[src/source/periph_params.svh]
// --------------------------------------
// Peripheral subsystem sizes, credits,
// address map and error word
// --------------------------------------
`ifndef PERIPH_PARAMS_SVH
`define PERIPH_PARAMS_SVH

// Buffer depths and consumer credits
`define PERIPH_REQ_DEPTH    4
`define PERIPH_RSP_DEPTH    4
`define PERIPH_RSP_CREDITS  2

// Timer and interrupt counts
`define PERIPH_NUM_TIMERS   2
`define PERIPH_NUM_SOURCES  4
`define PERIPH_NUM_TARGETS  2
`define PERIPH_PRIO_WIDTH   3

`define PERIPH_ADDR_WIDTH   32
`define PERIPH_DATA_WIDTH   32

// Address map
`define PERIPH_PLIC_BASE    32'h0000_0000
`define PERIPH_TIMER_BASE   32'h0000_1000
`define PERIPH_ERR_RDATA    32'hDEAD_BEEF

`endif

[src/source/periph_pkg.sv]
// --------------------------------------
// Shared types of the register bus and
// the interrupt controller
// --------------------------------------
`default_nettype none

`include "periph_params.svh"

package periph_pkg;

    typedef logic [`PERIPH_ADDR_WIDTH-1:0] addr_t;
    typedef logic [`PERIPH_DATA_WIDTH-1:0] data_t;

    // Register bus request, 65 bits
    typedef struct packed {
        addr_t addr;
        logic  write;
        data_t wdata;
    } reg_req_t;

    // Register bus response, 33 bits
    typedef struct packed {
        data_t rdata;
        logic  error;
    } reg_rsp_t;

    typedef logic [`PERIPH_NUM_SOURCES-1:0] irq_src_t;
    typedef logic [`PERIPH_NUM_TARGETS-1:0] irq_tgt_t;
    typedef logic [`PERIPH_PRIO_WIDTH-1:0]  prio_t;

    // Id 0 is reserved for no source
    typedef logic [$clog2(`PERIPH_NUM_SOURCES + 1)-1:0] src_id_t;

    typedef enum logic [1:0] {
        BLK_PLIC,
        BLK_TIMER,
        BLK_NONE
    } blk_sel_e;

endpackage

`default_nettype wire

[src/source/credit_fifo.sv]
// --------------------------------------
// Buffer stage with credit flow control
// toward its receiver
// --------------------------------------
`timescale 1ns/1ps
`default_nettype none

module credit_fifo #(
    parameter int  DEPTH       = 4,
    parameter int  OUT_CREDITS = 2,
    parameter type T           = logic
) (
    input  logic clk_i,
    input  logic arst_n_i,
    input  logic in_valid_i,
    input  T     in_data_i,
    output logic in_credit_o,
    output logic out_valid_o,
    output T     out_data_o,
    input  logic out_credit_i
);

    localparam int PTR_W = (DEPTH > 1) ? $clog2(DEPTH) : 1;
    localparam int CNT_W = $clog2(DEPTH + 1);
    localparam int CRD_W = $clog2(OUT_CREDITS + 1);

    T                 mem [DEPTH];
    logic [PTR_W-1:0] wr_ptr_q;
    logic [PTR_W-1:0] rd_ptr_q;
    logic [CNT_W-1:0] count_q;
    logic [CRD_W-1:0] credits_q;
    logic             pop;

    // Head leaves only while the receiver has room
    assign pop         = (count_q != '0) && (credits_q != '0);
    assign out_valid_o = pop;
    assign out_data_o  = mem[rd_ptr_q];
    assign in_credit_o = pop;

    always_ff @(posedge clk_i) begin
        if (in_valid_i) begin
            mem[wr_ptr_q] <= in_data_i;
        end
    end

    always_ff @(posedge clk_i or negedge arst_n_i) begin
        if (!arst_n_i) begin
            wr_ptr_q  <= '0;
            rd_ptr_q  <= '0;
            count_q   <= '0;
            credits_q <= CRD_W'(OUT_CREDITS);
        end else begin
            if (in_valid_i) begin
                wr_ptr_q <= (wr_ptr_q == PTR_W'(DEPTH - 1)) ? '0 : wr_ptr_q + 1'b1;
            end
            if (pop) begin
                rd_ptr_q <= (rd_ptr_q == PTR_W'(DEPTH - 1)) ? '0 : rd_ptr_q + 1'b1;
            end
            count_q   <= count_q + CNT_W'(in_valid_i) - CNT_W'(pop);
            credits_q <= credits_q + CRD_W'(out_credit_i) - CRD_W'(pop);
        end
    end

endmodule

`default_nettype wire

[src/source/timer_bank.sv]
// --------------------------------------
// Free-running timers with compare and
// overflow flags
// --------------------------------------
`timescale 1ns/1ps
`default_nettype none

`include "periph_params.svh"

module timer_bank (
    input  logic                 clk_i,
    input  logic                 arst_n_i,
    input  logic                 acc_valid_i,
    input  periph_pkg::reg_req_t acc_req_i,
    output periph_pkg::data_t    rdata_o,
    output periph_pkg::irq_src_t irq_src_o
);
    import periph_pkg::*;

    localparam int NUM = `PERIPH_NUM_TIMERS;

    logic [7:0] tsel;
    logic [3:0] offset;
    data_t      rd_word [NUM];

    // 0x10 per timer, then the register offset
    assign tsel   = acc_req_i.addr[11:4];
    assign offset = acc_req_i.addr[3:0];

    for (genvar t = 0; t < NUM; t++) begin : gen_timer
        data_t cnt_q;
        data_t cmp_q;
        logic  en_q;
        logic  cmp_flag_q;
        logic  ovf_flag_q;
        logic  wr_sel;
        logic  tick;

        assign wr_sel = acc_valid_i && acc_req_i.write && (tsel == 8'(t));
        // A counter write takes this cycle's increment
        assign tick   = en_q && !(wr_sel && offset == 4'h0);

        always_ff @(posedge clk_i or negedge arst_n_i) begin
            if (!arst_n_i) begin
                cnt_q      <= '0;
                cmp_q      <= '0;
                en_q       <= 1'b0;
                cmp_flag_q <= 1'b0;
                ovf_flag_q <= 1'b0;
            end else begin
                if (wr_sel && offset == 4'h0) begin
                    cnt_q <= acc_req_i.wdata;
                end else if (tick) begin
                    cnt_q <= (cnt_q == cmp_q) ? '0 : cnt_q + 1'b1;
                end
                if (wr_sel && offset == 4'h8) begin
                    cmp_q <= acc_req_i.wdata;
                end
                if (wr_sel && offset == 4'h4) begin
                    en_q       <= acc_req_i.wdata[0];
                    cmp_flag_q <= 1'b0;
                    ovf_flag_q <= 1'b0;
                end else if (tick) begin
                    if (cnt_q == cmp_q) begin
                        cmp_flag_q <= 1'b1;
                    end else if (cnt_q == '1) begin
                        ovf_flag_q <= 1'b1;
                    end
                end
            end
        end

        assign rd_word[t] = (offset == 4'h0) ? cnt_q :
                            (offset == 4'h4) ? data_t'({ovf_flag_q, cmp_flag_q, en_q}) :
                            (offset == 4'h8) ? cmp_q : '0;

        // Source ids 1+2t and 2+2t
        assign irq_src_o[2*t]   = cmp_flag_q;
        assign irq_src_o[2*t+1] = ovf_flag_q;
    end

    always_comb begin
        rdata_o = '0;
        for (int t = 0; t < NUM; t++) begin
            if (tsel == 8'(t)) begin
                rdata_o = rd_word[t];
            end
        end
    end

endmodule

`default_nettype wire

[src/source/plic_core.sv]
// --------------------------------------
// Level-triggered interrupt controller
// with priorities and claim/complete
// --------------------------------------
`timescale 1ns/1ps
`default_nettype none

`include "periph_params.svh"

module plic_core (
    input  logic                 clk_i,
    input  logic                 arst_n_i,
    input  periph_pkg::irq_src_t irq_src_i,
    input  logic                 acc_valid_i,
    input  periph_pkg::reg_req_t acc_req_i,
    output periph_pkg::data_t    rdata_o,
    output periph_pkg::irq_tgt_t irq_o
);
    import periph_pkg::*;

    localparam int NS = `PERIPH_NUM_SOURCES;
    localparam int NT = `PERIPH_NUM_TARGETS;

    prio_t       prio_q [NS];
    irq_src_t    enable_q [NT];
    prio_t       thresh_q [NT];
    irq_src_t    pending_q;
    irq_src_t    in_service_q;
    logic [11:0] offset;
    logic        wr_en;
    logic [NS-1:0] prio_sel;
    logic [NT-1:0] en_sel;
    logic [NT-1:0] thr_sel;
    logic [NT-1:0] claim_sel;
    src_id_t     cand_id [NT];
    prio_t       cand_prio [NT];
    irq_src_t    claim_mask;
    irq_src_t    complete_mask;

    assign offset = acc_req_i.addr[11:0];
    assign wr_en  = acc_valid_i && acc_req_i.write;

    // --------------------------------------
    // Register decode
    // --------------------------------------
    always_comb begin
        for (int s = 0; s < NS; s++) begin
            prio_sel[s] = (offset == 12'(4 * (s + 1)));
        end
        for (int t = 0; t < NT; t++) begin
            en_sel[t]    = (offset == 12'(12'h100 + 4 * t));
            thr_sel[t]   = (offset == 12'(12'h200 + 8 * t));
            claim_sel[t] = (offset == 12'(12'h204 + 8 * t));
        end
    end

    // Highest priority above threshold, ties to lowest id
    always_comb begin
        for (int t = 0; t < NT; t++) begin
            cand_id[t]   = '0;
            cand_prio[t] = thresh_q[t];
            for (int s = 0; s < NS; s++) begin
                if (pending_q[s] && enable_q[t][s] && prio_q[s] > cand_prio[t]) begin
                    cand_id[t]   = src_id_t'(s + 1);
                    cand_prio[t] = prio_q[s];
                end
            end
            irq_o[t] = (cand_id[t] != '0);
        end
    end

    // --------------------------------------
    // Read data, claim and complete
    // --------------------------------------
    always_comb begin
        rdata_o       = '0;
        claim_mask    = '0;
        complete_mask = '0;
        for (int s = 0; s < NS; s++) begin
            if (prio_sel[s]) begin
                rdata_o = data_t'(prio_q[s]);
            end
        end
        for (int t = 0; t < NT; t++) begin
            if (en_sel[t]) begin
                rdata_o = data_t'(enable_q[t]);
            end
            if (thr_sel[t]) begin
                rdata_o = data_t'(thresh_q[t]);
            end
            if (claim_sel[t]) begin
                rdata_o = data_t'(cand_id[t]);
                for (int s = 0; s < NS; s++) begin
                    if (acc_valid_i && !acc_req_i.write && cand_id[t] == src_id_t'(s + 1)) begin
                        claim_mask[s] = 1'b1;
                    end
                    if (wr_en && acc_req_i.wdata == data_t'(s + 1)) begin
                        complete_mask[s] = 1'b1;
                    end
                end
            end
        end
    end

    always_ff @(posedge clk_i or negedge arst_n_i) begin
        if (!arst_n_i) begin
            prio_q       <= '{default: '0};
            enable_q     <= '{default: '0};
            thresh_q     <= '{default: '0};
            pending_q    <= '0;
            in_service_q <= '0;
        end else begin
            for (int s = 0; s < NS; s++) begin
                if (wr_en && prio_sel[s]) begin
                    prio_q[s] <= acc_req_i.wdata[`PERIPH_PRIO_WIDTH-1:0];
                end
            end
            for (int t = 0; t < NT; t++) begin
                if (wr_en && en_sel[t]) begin
                    enable_q[t] <= acc_req_i.wdata[NS-1:0];
                end
                if (wr_en && thr_sel[t]) begin
                    thresh_q[t] <= acc_req_i.wdata[`PERIPH_PRIO_WIDTH-1:0];
                end
            end
            // Gateway blocks a source until its completion
            pending_q    <= (pending_q | (irq_src_i & ~in_service_q)) & ~claim_mask;
            in_service_q <= (in_service_q | claim_mask) & ~complete_mask;
        end
    end

endmodule

`default_nettype wire

[src/source/periph_access.sv]
// --------------------------------------
// Address decode and register access,
// one cycle from request to response
// --------------------------------------
`timescale 1ns/1ps
`default_nettype none

`include "periph_params.svh"

module periph_access (
    input  logic                 clk_i,
    input  logic                 arst_n_i,
    input  logic                 acc_valid_i,
    input  periph_pkg::reg_req_t acc_req_i,
    output logic                 rsp_valid_o,
    output periph_pkg::reg_rsp_t rsp_o,
    output periph_pkg::irq_tgt_t irq_o
);
    import periph_pkg::*;

    localparam addr_t PLIC_BASE  = `PERIPH_PLIC_BASE;
    localparam addr_t TIMER_BASE = `PERIPH_TIMER_BASE;
    localparam data_t ERR_RDATA  = `PERIPH_ERR_RDATA;

    blk_sel_e blk_sel;
    logic     plic_valid;
    logic     timer_valid;
    data_t    plic_rdata;
    data_t    timer_rdata;
    irq_src_t irq_src;
    reg_rsp_t rsp_d;

    // Bits 15..12 pick the block
    always_comb begin
        if (acc_req_i.addr[15:12] == PLIC_BASE[15:12]) begin
            blk_sel = BLK_PLIC;
        end else if (acc_req_i.addr[15:12] == TIMER_BASE[15:12]) begin
            blk_sel = BLK_TIMER;
        end else begin
            blk_sel = BLK_NONE;
        end
    end

    assign plic_valid  = acc_valid_i && (blk_sel == BLK_PLIC);
    assign timer_valid = acc_valid_i && (blk_sel == BLK_TIMER);

    timer_bank i_timer_bank (
        .clk_i       ( clk_i       ),
        .arst_n_i    ( arst_n_i    ),
        .acc_valid_i ( timer_valid ),
        .acc_req_i   ( acc_req_i   ),
        .rdata_o     ( timer_rdata ),
        .irq_src_o   ( irq_src     )
    );

    plic_core i_plic_core (
        .clk_i       ( clk_i      ),
        .arst_n_i    ( arst_n_i   ),
        .irq_src_i   ( irq_src    ),
        .acc_valid_i ( plic_valid ),
        .acc_req_i   ( acc_req_i  ),
        .rdata_o     ( plic_rdata ),
        .irq_o       ( irq_o      )
    );

    // Writes to a mapped block answer with a zero word
    always_comb begin
        rsp_d.error = 1'b0;
        rsp_d.rdata = '0;
        case (blk_sel)
            BLK_PLIC:  rsp_d.rdata = acc_req_i.write ? '0 : plic_rdata;
            BLK_TIMER: rsp_d.rdata = acc_req_i.write ? '0 : timer_rdata;
            default: begin
                rsp_d.error = 1'b1;
                rsp_d.rdata = ERR_RDATA;
            end
        endcase
    end

    always_ff @(posedge clk_i or negedge arst_n_i) begin
        if (!arst_n_i) begin
            rsp_valid_o <= 1'b0;
        end else begin
            rsp_valid_o <= acc_valid_i;
        end
    end

    always_ff @(posedge clk_i) begin
        if (acc_valid_i) begin
            rsp_o <= rsp_d;
        end
    end

endmodule

`default_nettype wire

[src/source/periph_top.sv]
// --------------------------------------
// Peripheral subsystem: request buffer,
// register access, response buffer
// --------------------------------------
`timescale 1ns/1ps
`default_nettype none

`include "periph_params.svh"

module periph_top (
    input  logic                 clk_i,
    input  logic                 arst_n_i,
    input  logic                 req_valid_i,
    input  periph_pkg::reg_req_t req_i,
    output logic                 req_credit_o,
    output logic                 rsp_valid_o,
    output periph_pkg::reg_rsp_t rsp_o,
    input  logic                 rsp_credit_i,
    output periph_pkg::irq_tgt_t irq_o
);
    import periph_pkg::*;

    logic     acc_valid;
    reg_req_t acc_req;
    logic     acc_rsp_valid;
    reg_rsp_t acc_rsp;
    // Response slot freed, one more request may enter access
    logic     rsp_buf_credit;

    credit_fifo #(
        .DEPTH       ( `PERIPH_REQ_DEPTH ),
        .OUT_CREDITS ( `PERIPH_RSP_DEPTH ),
        .T           ( reg_req_t         )
    ) i_req_buf (
        .clk_i        ( clk_i          ),
        .arst_n_i     ( arst_n_i       ),
        .in_valid_i   ( req_valid_i    ),
        .in_data_i    ( req_i          ),
        .in_credit_o  ( req_credit_o   ),
        .out_valid_o  ( acc_valid      ),
        .out_data_o   ( acc_req        ),
        .out_credit_i ( rsp_buf_credit )
    );

    periph_access i_access (
        .clk_i       ( clk_i         ),
        .arst_n_i    ( arst_n_i      ),
        .acc_valid_i ( acc_valid     ),
        .acc_req_i   ( acc_req       ),
        .rsp_valid_o ( acc_rsp_valid ),
        .rsp_o       ( acc_rsp       ),
        .irq_o       ( irq_o         )
    );

    credit_fifo #(
        .DEPTH       ( `PERIPH_RSP_DEPTH   ),
        .OUT_CREDITS ( `PERIPH_RSP_CREDITS ),
        .T           ( reg_rsp_t           )
    ) i_rsp_buf (
        .clk_i        ( clk_i          ),
        .arst_n_i     ( arst_n_i       ),
        .in_valid_i   ( acc_rsp_valid  ),
        .in_data_i    ( acc_rsp        ),
        .in_credit_o  ( rsp_buf_credit ),
        .out_valid_o  ( rsp_valid_o    ),
        .out_data_o   ( rsp_o          ),
        .out_credit_i ( rsp_credit_i   )
    );

endmodule

`default_nettype wire

[config.mk]
export PLATFORM = sky130hd
export DESIGN_NAME = periph_top
export DESIGN_NICKNAME = d
export VERILOG_FILES = /design/src/source/periph_pkg.sv /design/src/source/credit_fifo.sv /design/src/source/timer_bank.sv /design/src/source/plic_core.sv /design/src/source/periph_access.sv /design/src/source/periph_top.sv
export VERILOG_INCLUDE_DIRS = /design/src /design/src/source
export SDC_FILE = /design/constraint.sdc
export NUM_CORES = 1
export LEC_CHECK = 0
export BUFFER_PORTS_ARGS = -buffer_cell sky130_fd_sc_hd__buf_2
export CAP_MARGIN = 40
export CORE_MARGIN = 2
export CORE_UTILIZATION = 35
export DETAILED_ROUTE_END_ITERATION = 8
export PLACE_DENSITY = 0.57
export SYNTH_ARGS = -nofsm -noshare
export SYNTH_HDL_FRONTEND = slang
export SYNTH_SLANG_ARGS = --single-unit
[constraint.sdc]
create_clock -name clk_i -period 9 [get_ports clk_i]
set_input_delay 0.45 -clock clk_i [delete_from_list [all_inputs] [get_ports clk_i]]
set_output_delay 0.45 -clock clk_i [all_outputs]
set_load 0.02 [all_outputs]
Yosys cells after proc, flatten, opt, wreduce, memory -nomap -nowiden
Memory sizes are Yosys's and may differ from the RTL's. Cells that the tools add are included.

Memories: 2. Word-level logic and storage cells: 265. Register bits: 221. Memory bits (writable): 392. Output and inout bits: 37. Input bits: 69.

Memory list: i_req_buf.mem (words 4, width 65, rd ports 1, clocked after Yosys merged registers in 0, write ports 1, line credit_fifo.sv:27) `T mem [DEPTH];`; i_rsp_buf.mem (words 4, width 33, rd ports 1, clocked after Yosys merged registers in 0, write ports 1, line credit_fifo.sv:27).

Muxes and demuxes: 86. Reductions and logical operators: 79. $lt $le $gt $ge: 8. Bitwise gates (word level): 8. $add $sub $neg: 14. Eq/ne operators: 37.

Operators by type and width (number): 2-to-1 mux 32 bit (25); adder 32 x 1 -> 32 bit (second input constant) (2); equality test 32 x 2 -> 1 bit (second input constant) (2); equality test 32 bit (2); equality test 32 bit (second input constant) (2); one-hot mux 32 bit (2 select lines) (1); logical AND 1 bit (53); equality test 12 x 10 -> 1 bit (second input constant) (4); 2-to-1 mux 3 bit (13); 2-to-1 mux 1 bit (37); equality test 32 x 1 -> 1 bit (second input constant) (1); equality test 32 x 3 -> 1 bit (second input constant) (1); equality test 12 x 4 -> 1 bit (second input constant) (2); equality test 12 x 9 -> 1 bit (second input constant) (2); > comparator 3 bit (8); nonzero test 2 bit (9); 2-to-1 mux 4 bit (4); nonzero test 3 bit (5); AND 4 bit (3); equality test 12 x 3 -> 1 bit (second input constant) (1); equality test 12 x 5 -> 1 bit (second input constant) (1); equality test 3 x 2 -> 1 bit (second input constant) (4); 2-to-1 mux 2 bit (6); NOT 4 bit (3); 22 further kinds (41).

Longest topological paths before layout
Depth after elaboration: 20. Gate-level depth with buffers: 30. Mapped depth without buffers: 30.

Hierarchy
Synthesis repeated with hierarchy kept, for this count alone.

Cell total of the unflattened synthesis: 2060. Area total of the unflattened synthesis: 28720.0 um2.

Modules (own cells, without submodules): credit_fifo (i_req_buf) (cells an instance 391, area an instance 9977.1 um2, sequential area each 8059.0 um2, instances 1); timer_bank (cells an instance 939, area an instance 8480.6 um2, sequential area each 3353.2 um2, instances 1); credit_fifo (i_rsp_buf) (cells an instance 220, area an instance 5341.4 um2, sequential area each 4190.3 um2, instances 1); plic_core (cells an instance 398, area an instance 3344.5 um2, sequential area each 850.8 um2, instances 1); periph_access (cells an instance 112, area an instance 1576.5 um2, sequential area each 1016.0 um2, instances 1).

Worst setup path after synthesis
No wires, ideal clock.

Path kind: register to register. Start point: register i_access.i_plic_core.prio_q[10] in the netlist's numbering. End point: register i_access.rsp_o[1] in the netlist's numbering, data pin. Path slack: 3.266 ns. Library setup time: 0.273 ns. Arrival time: 5.462 ns. Cell stages (with the launch flop): 29. Data required time: 8.727 ns. Clock period less this slack: 5.734 ns. Buffers on the path: 0. Path through: dfrtp_1 -> ha_1 -> nor2b_1 -> o21ai_0 -> a21oi_1 -> mux2_2 -> ha_1 -> nor2_1 -> maj3_1 -> a21oi_1 -> mux2i_1 -> o2111ai_1 -> o211ai_1 -> o21ai_0 -> ha_1 -> nor2b_1 -> o21ai_0 -> nand2b_1 -> and4_1 -> o21a_1 -> ha_1 -> nor2b_1 -> o21ai_0 -> a21oi_1 -> nor3_1 -> o21ai_0 -> nand3_1 -> a2111oi_0 -> o211ai_1.

RTL lines: start: declaration (line plic_core.sv:24) `prio_t prio_q [NS];`; start signal: indexed assignment (line plic_core.sv:115) `` prio_q[s] <= acc_req_i.wdata[`PERIPH_PRIO_WIDTH-1:0]; ``; end signal: assignment (line periph_access.sv:90) `rsp_o <= rsp_d;`; end: declaration (line periph_access.sv:16) `output periph_pkg::reg_rsp_t rsp_o,`.

Worst setup path after layout
Start point: register i_access.i_plic_core.prio_q[10] in the netlist's numbering. End point: output irq_o[0].

Word-level cells in the longest chain between the ends: 13. Elaborated cells between the ends (all ways): 16. Classes of those cells: order compare (4); mux (7); reduce/logical (5).

Ends and longest elaborated chain: > comparator 3 bit (line plic_core.sv:63) `if (pending_q[s] && enable_q[t][s] && prio_q[s] > cand_prio[t]) begin`; logical AND 1 bit (line plic_core.sv:63); 2-to-1 mux 3 bit (line plic_core.sv:63); > comparator 3 bit (line plic_core.sv:63); logical AND 1 bit (line plic_core.sv:63); 2-to-1 mux 3 bit (line plic_core.sv:63); > comparator 3 bit (line plic_core.sv:63); logical AND 1 bit (line plic_core.sv:63); 2-to-1 mux 3 bit (line plic_core.sv:63); > comparator 3 bit (line plic_core.sv:63); logical AND 1 bit (line plic_core.sv:63); 2-to-1 mux 3 bit * (line plic_core.sv:63); nonzero test 3 bit * (line plic_core.sv:68) `irq_o[t] = (cand_id[t] != '0);`; end: declaration (line periph_top.sv:19) `output periph_pkg::irq_tgt_t irq_o`.

Mark *: on every way between the ends. The rest lies on a longest branch, timed or not.

==> flow_summary.ini <==
[outcome]
run_status = finished, final reports clean

[timing]
tns_ns = 0
fin_hold_ws_ns = 0.0591
finalSetupViolCount = 0
fmaxAchievable_mhz = 143
timing_hold_violations_final = 0
rsz0062_at_grt = false
slew-limit-headroom_pct = 41.8
post-route-min-period_ns = 6.98
worst_setup_skew_after_layout_ns = 0.0323
final-max-slew-violation-count = 0
tightestPinTransition_ns = 0.873
final_min_period_over_clock_period_pct = 77.5

[route]
ant_nets = 0
drc = 0
detail_route.wirelength_um = 65700
route.detailed.wl_per_inst_um = 21.4
drtIter0Drc = 1666
detail_route.first_pass.iterations = 5
avgViaCountPerCell = 5.42
via_count = 16600

[floorplanning]
dieArea_sq_mm = 0.0746
initial_core_util_pct = 35.4
die_width_um = 273
die_height_um = 273
num_rows = 98
io_pins = 106
fp.coreArea_sq_mm = 0.0716

[critical_path]
critical_path.reg2reg.endpoint = i_access.rsp_o[1]
slowest_delay_ns = 0.53
setup.worst_path.class = reg2out
critical_path_peak_fanout = 7
critPathRequiredTime_ns = 8.55
cp_slowest_cell = a21oi_1
worstReg2RegStart = i_access.i_plic_core.prio_q[10]
critical_path.startpoint_type = flip-flop
reg2reg_slack_ns = 2.20
arrival_ns = 6.53
ff2ff_path_depth = 28
critical_path.endpoint_type = output pin

[yosys]
ys_seq_elements = 549
yosysSeqAreaShare_pct = 61.3
synth.net_count = 2099
async_flop_share_pct = 34.2
synth_top_area_share_pct = 42.8
synth-warning-count = 0
ys_types = 72
synth_largest_area_cell = edfxtp_1
netlist_area_sq_mm = 0.0253
post_synth_main_area_contributors = edfxtp_1 43%, dfrtp_1 18%, mux4_2 6.2%
synth-edff-count = 361
syn-instance-count = 1986
synthMostInstantiatedCell = edfxtp_1
synth.top_cells.by_count = 361 x edfxtp_1, 233 x nand2_1, 186 x dfrtp_1
prevailing_post_synth_register_cell = edfxtp_1
synth_area_per_cell_sq_um = 12.8

[min_path]
hold_class = in2reg
holdCritStartpoint = req_i[21]
hold_end = i_req_buf.mem[0][21]
worst_hold_path.num_cells = 1

[global_routing]
grt_pass1_wl_um = 101000
grt_pass1_vias = 16400
gr-usage-met3_pct = 3.11
layer_with_the_highest_usage_after_global_routing = met2
global_route.usage.total_pct = 17.6
grt_util_met1_pct = 25.4
grt_use_met2_pct = 27.2
grt_overflow = 0
antenna_found_initial = 2
pin_count_of_the_biggest_net_entering_global_routing = 69

[cts]
cts_sink_count = 549
clk_latency_ns = 0.63
clk_pin_slew_worst_paths_ns = 0.06
postCtsResizedCells = 0
cts_made_buffers = 57
cts_h_tree_depth = 2
max-clock-path-buffers = 3
clock_tree_from_tritoncts = yes
cts_root_buffer = clkbuf_16

[finish]
fin_nets = 2180
layoutNonFillerInstCount = 3065
insertedDiodeCount = 0
layout-area-overhead-vs-synth_pct = 13.6
drive_gt1_share_pct = 18.8
finish.utilization_pct = 40.2
final_design_area_no_fill_sq_mm = 0.0288

[pwr]
power.density_cell_area_mw_per_mm2 = 196
power.leakage_nw = 10.7
swShare_pct = 23.9
power.share.sequential_pct = 51.6
fraction_of_power_consumed_by_the_clock_network_pct = 41.2
power.net_switching_mw = 1.35
p_int_mw = 4.29
vdd_ir_drop_max_mv = 0.135
power.combinational.fraction_pct = 7.3

[place]
dp.cells = 2957
globalplace.congestion = 0.901
dp.final_hpwl_um = 44300
place.port_buffers = 89
placedInstanceArea_sq_mm = 0.0269

[job]
drv_cap = 0
## logic make-up after synthesis
| family | Yosys count | share of synthesized area [%] |
|---|---|---|
| XOR/XNOR | 72 | 2.49 |
| AO/OA/AOI/OAI | 402 | 9.21 |
| flip-flops | 549 | 61.3 |
| AND/OR/NAND/NOR | 579 | 10.9 |
| adder cells (fa/ha/maj) | 46 | 2.34 |
| multiplexers | 179 | 11.2 |
| buffers and inverters | 159 | 2.53 |
## metrics by stage
stage	power, mW	setup slack, ns
after CTS	5.72	2.08
final	5.64	2.02
after detailed placement	3.38	2.35
after global routing	5.86	1.50
after floorplan	3.17	3.27
after global placement	3.35	2.38
## flip-flops by register name, indices dropped and copies added (netlist names), 6 cells and up
register / flops
i_access.i_plic_core.enable_q: 8
i_access.rsp_o: 33
i_access.i_timer_bank.gen_timer.cnt_q: 64
i_req_buf.mem: 196
i_access.i_timer_bank.gen_timer.cmp_q: 64
i_access.i_plic_core.thresh_q: 6
i_access.i_plic_core.prio_q: 12
i_rsp_buf.mem: 132
## timing repair
action                                 in CTS  in global routing
hold buffers                                1                  0
setup endpoints to repair                   0                  0
setup buffers                               0                  0
endpoints found under the hold margin      48                  0
## power by group through the flow
stage	sequential, mW	clock [mW]	combinational (mW)
6_report	2.91	2.32	0.410
5_1_grt	2.92	2.49	0.447
4_1_cts	2.91	2.39	0.417
3_5_place_dp	2.96	0	0.415
3_3_place_gp	2.95	0	0.401
2_1_floorplan	2.95	0	0.217
## metal layers
metal / wire length [um] / vias to the layer above / share of wire [%]
li1: - / 7611 / -
met1: 30000 / 8334 / 46
met2: 29900 / 555 / 46
met3: 4170 / 113 / 6.3
met4: 1620 / 4 / 2.5
met5: 22 / - / 0.034
## layout by cell type, fill, tap and decap left out, types with 40 or more instances in the layout
| master | n |
|---|---|
| nor2_1 | 107 |
| xor2_1 | 64 |
| edfxtp_1 | 361 |
| mux4_2 | 71 |
| inv_1 | 54 |
| o21ai_0 | 139 |
| a21oi_1 | 146 |
| ha_1 | 41 |
| clkbuf_16 | 57 |
| buf_2 | 89 |
| nand2_1 | 232 |
| nor3_1 | 40 |
| mux2_2 | 89 |
| dfrtp_1 | 183 |
## critical path: cells and delay by family (launching register included)
kind | cells | cell delay (ns)
AOI/OAI and AO/OA | 10 | 2.19
adders and majority gates | 5 | 1.53
and+or+nand+nor | 8 | 0.99
muxes | 2 | 0.54
DFF | 1 | 0.46
buffers and inverters | 1 | 0.19
## how the worst max path moves through the flow
| stage | end | startpoint | slack, ns |
|---|---|---|---|
| 3_3_place_gp | i_access.rsp_o[1] | i_access.i_plic_core.prio_q[10] | 2.38 |
| 5_1_grt | irq_o[0] | i_access.i_plic_core.prio_q[10] | 1.50 |
| 3_5_place_dp | i_access.rsp_o[1] | i_access.i_plic_core.prio_q[10] | 2.35 |
| 4_1_cts | irq_o[0] | i_access.i_plic_core.prio_q[10] | 2.08 |
| 6_report | irq_o[0] | i_access.i_plic_core.prio_q[10] | 2.02 |
| 2_1_floorplan | i_access.rsp_o[1] | i_access.i_plic_core.prio_q[10] | 3.27 |
## layout make-up
| type | count | area, sq um |
|---|---|---|
| clock buffer | 66 | 1470 |
| clock inverter | 41 | 379 |
| fill | 6748 | 42800 |
| inverter | 55 | 206 |
| multi-input combinational | 1278 | 9180 |
| sequential | 549 | 15600 |
| tap | 950 | 1190 |
| timing repair buffer | 126 | 807 |
(Power assumes the default switching activity.)
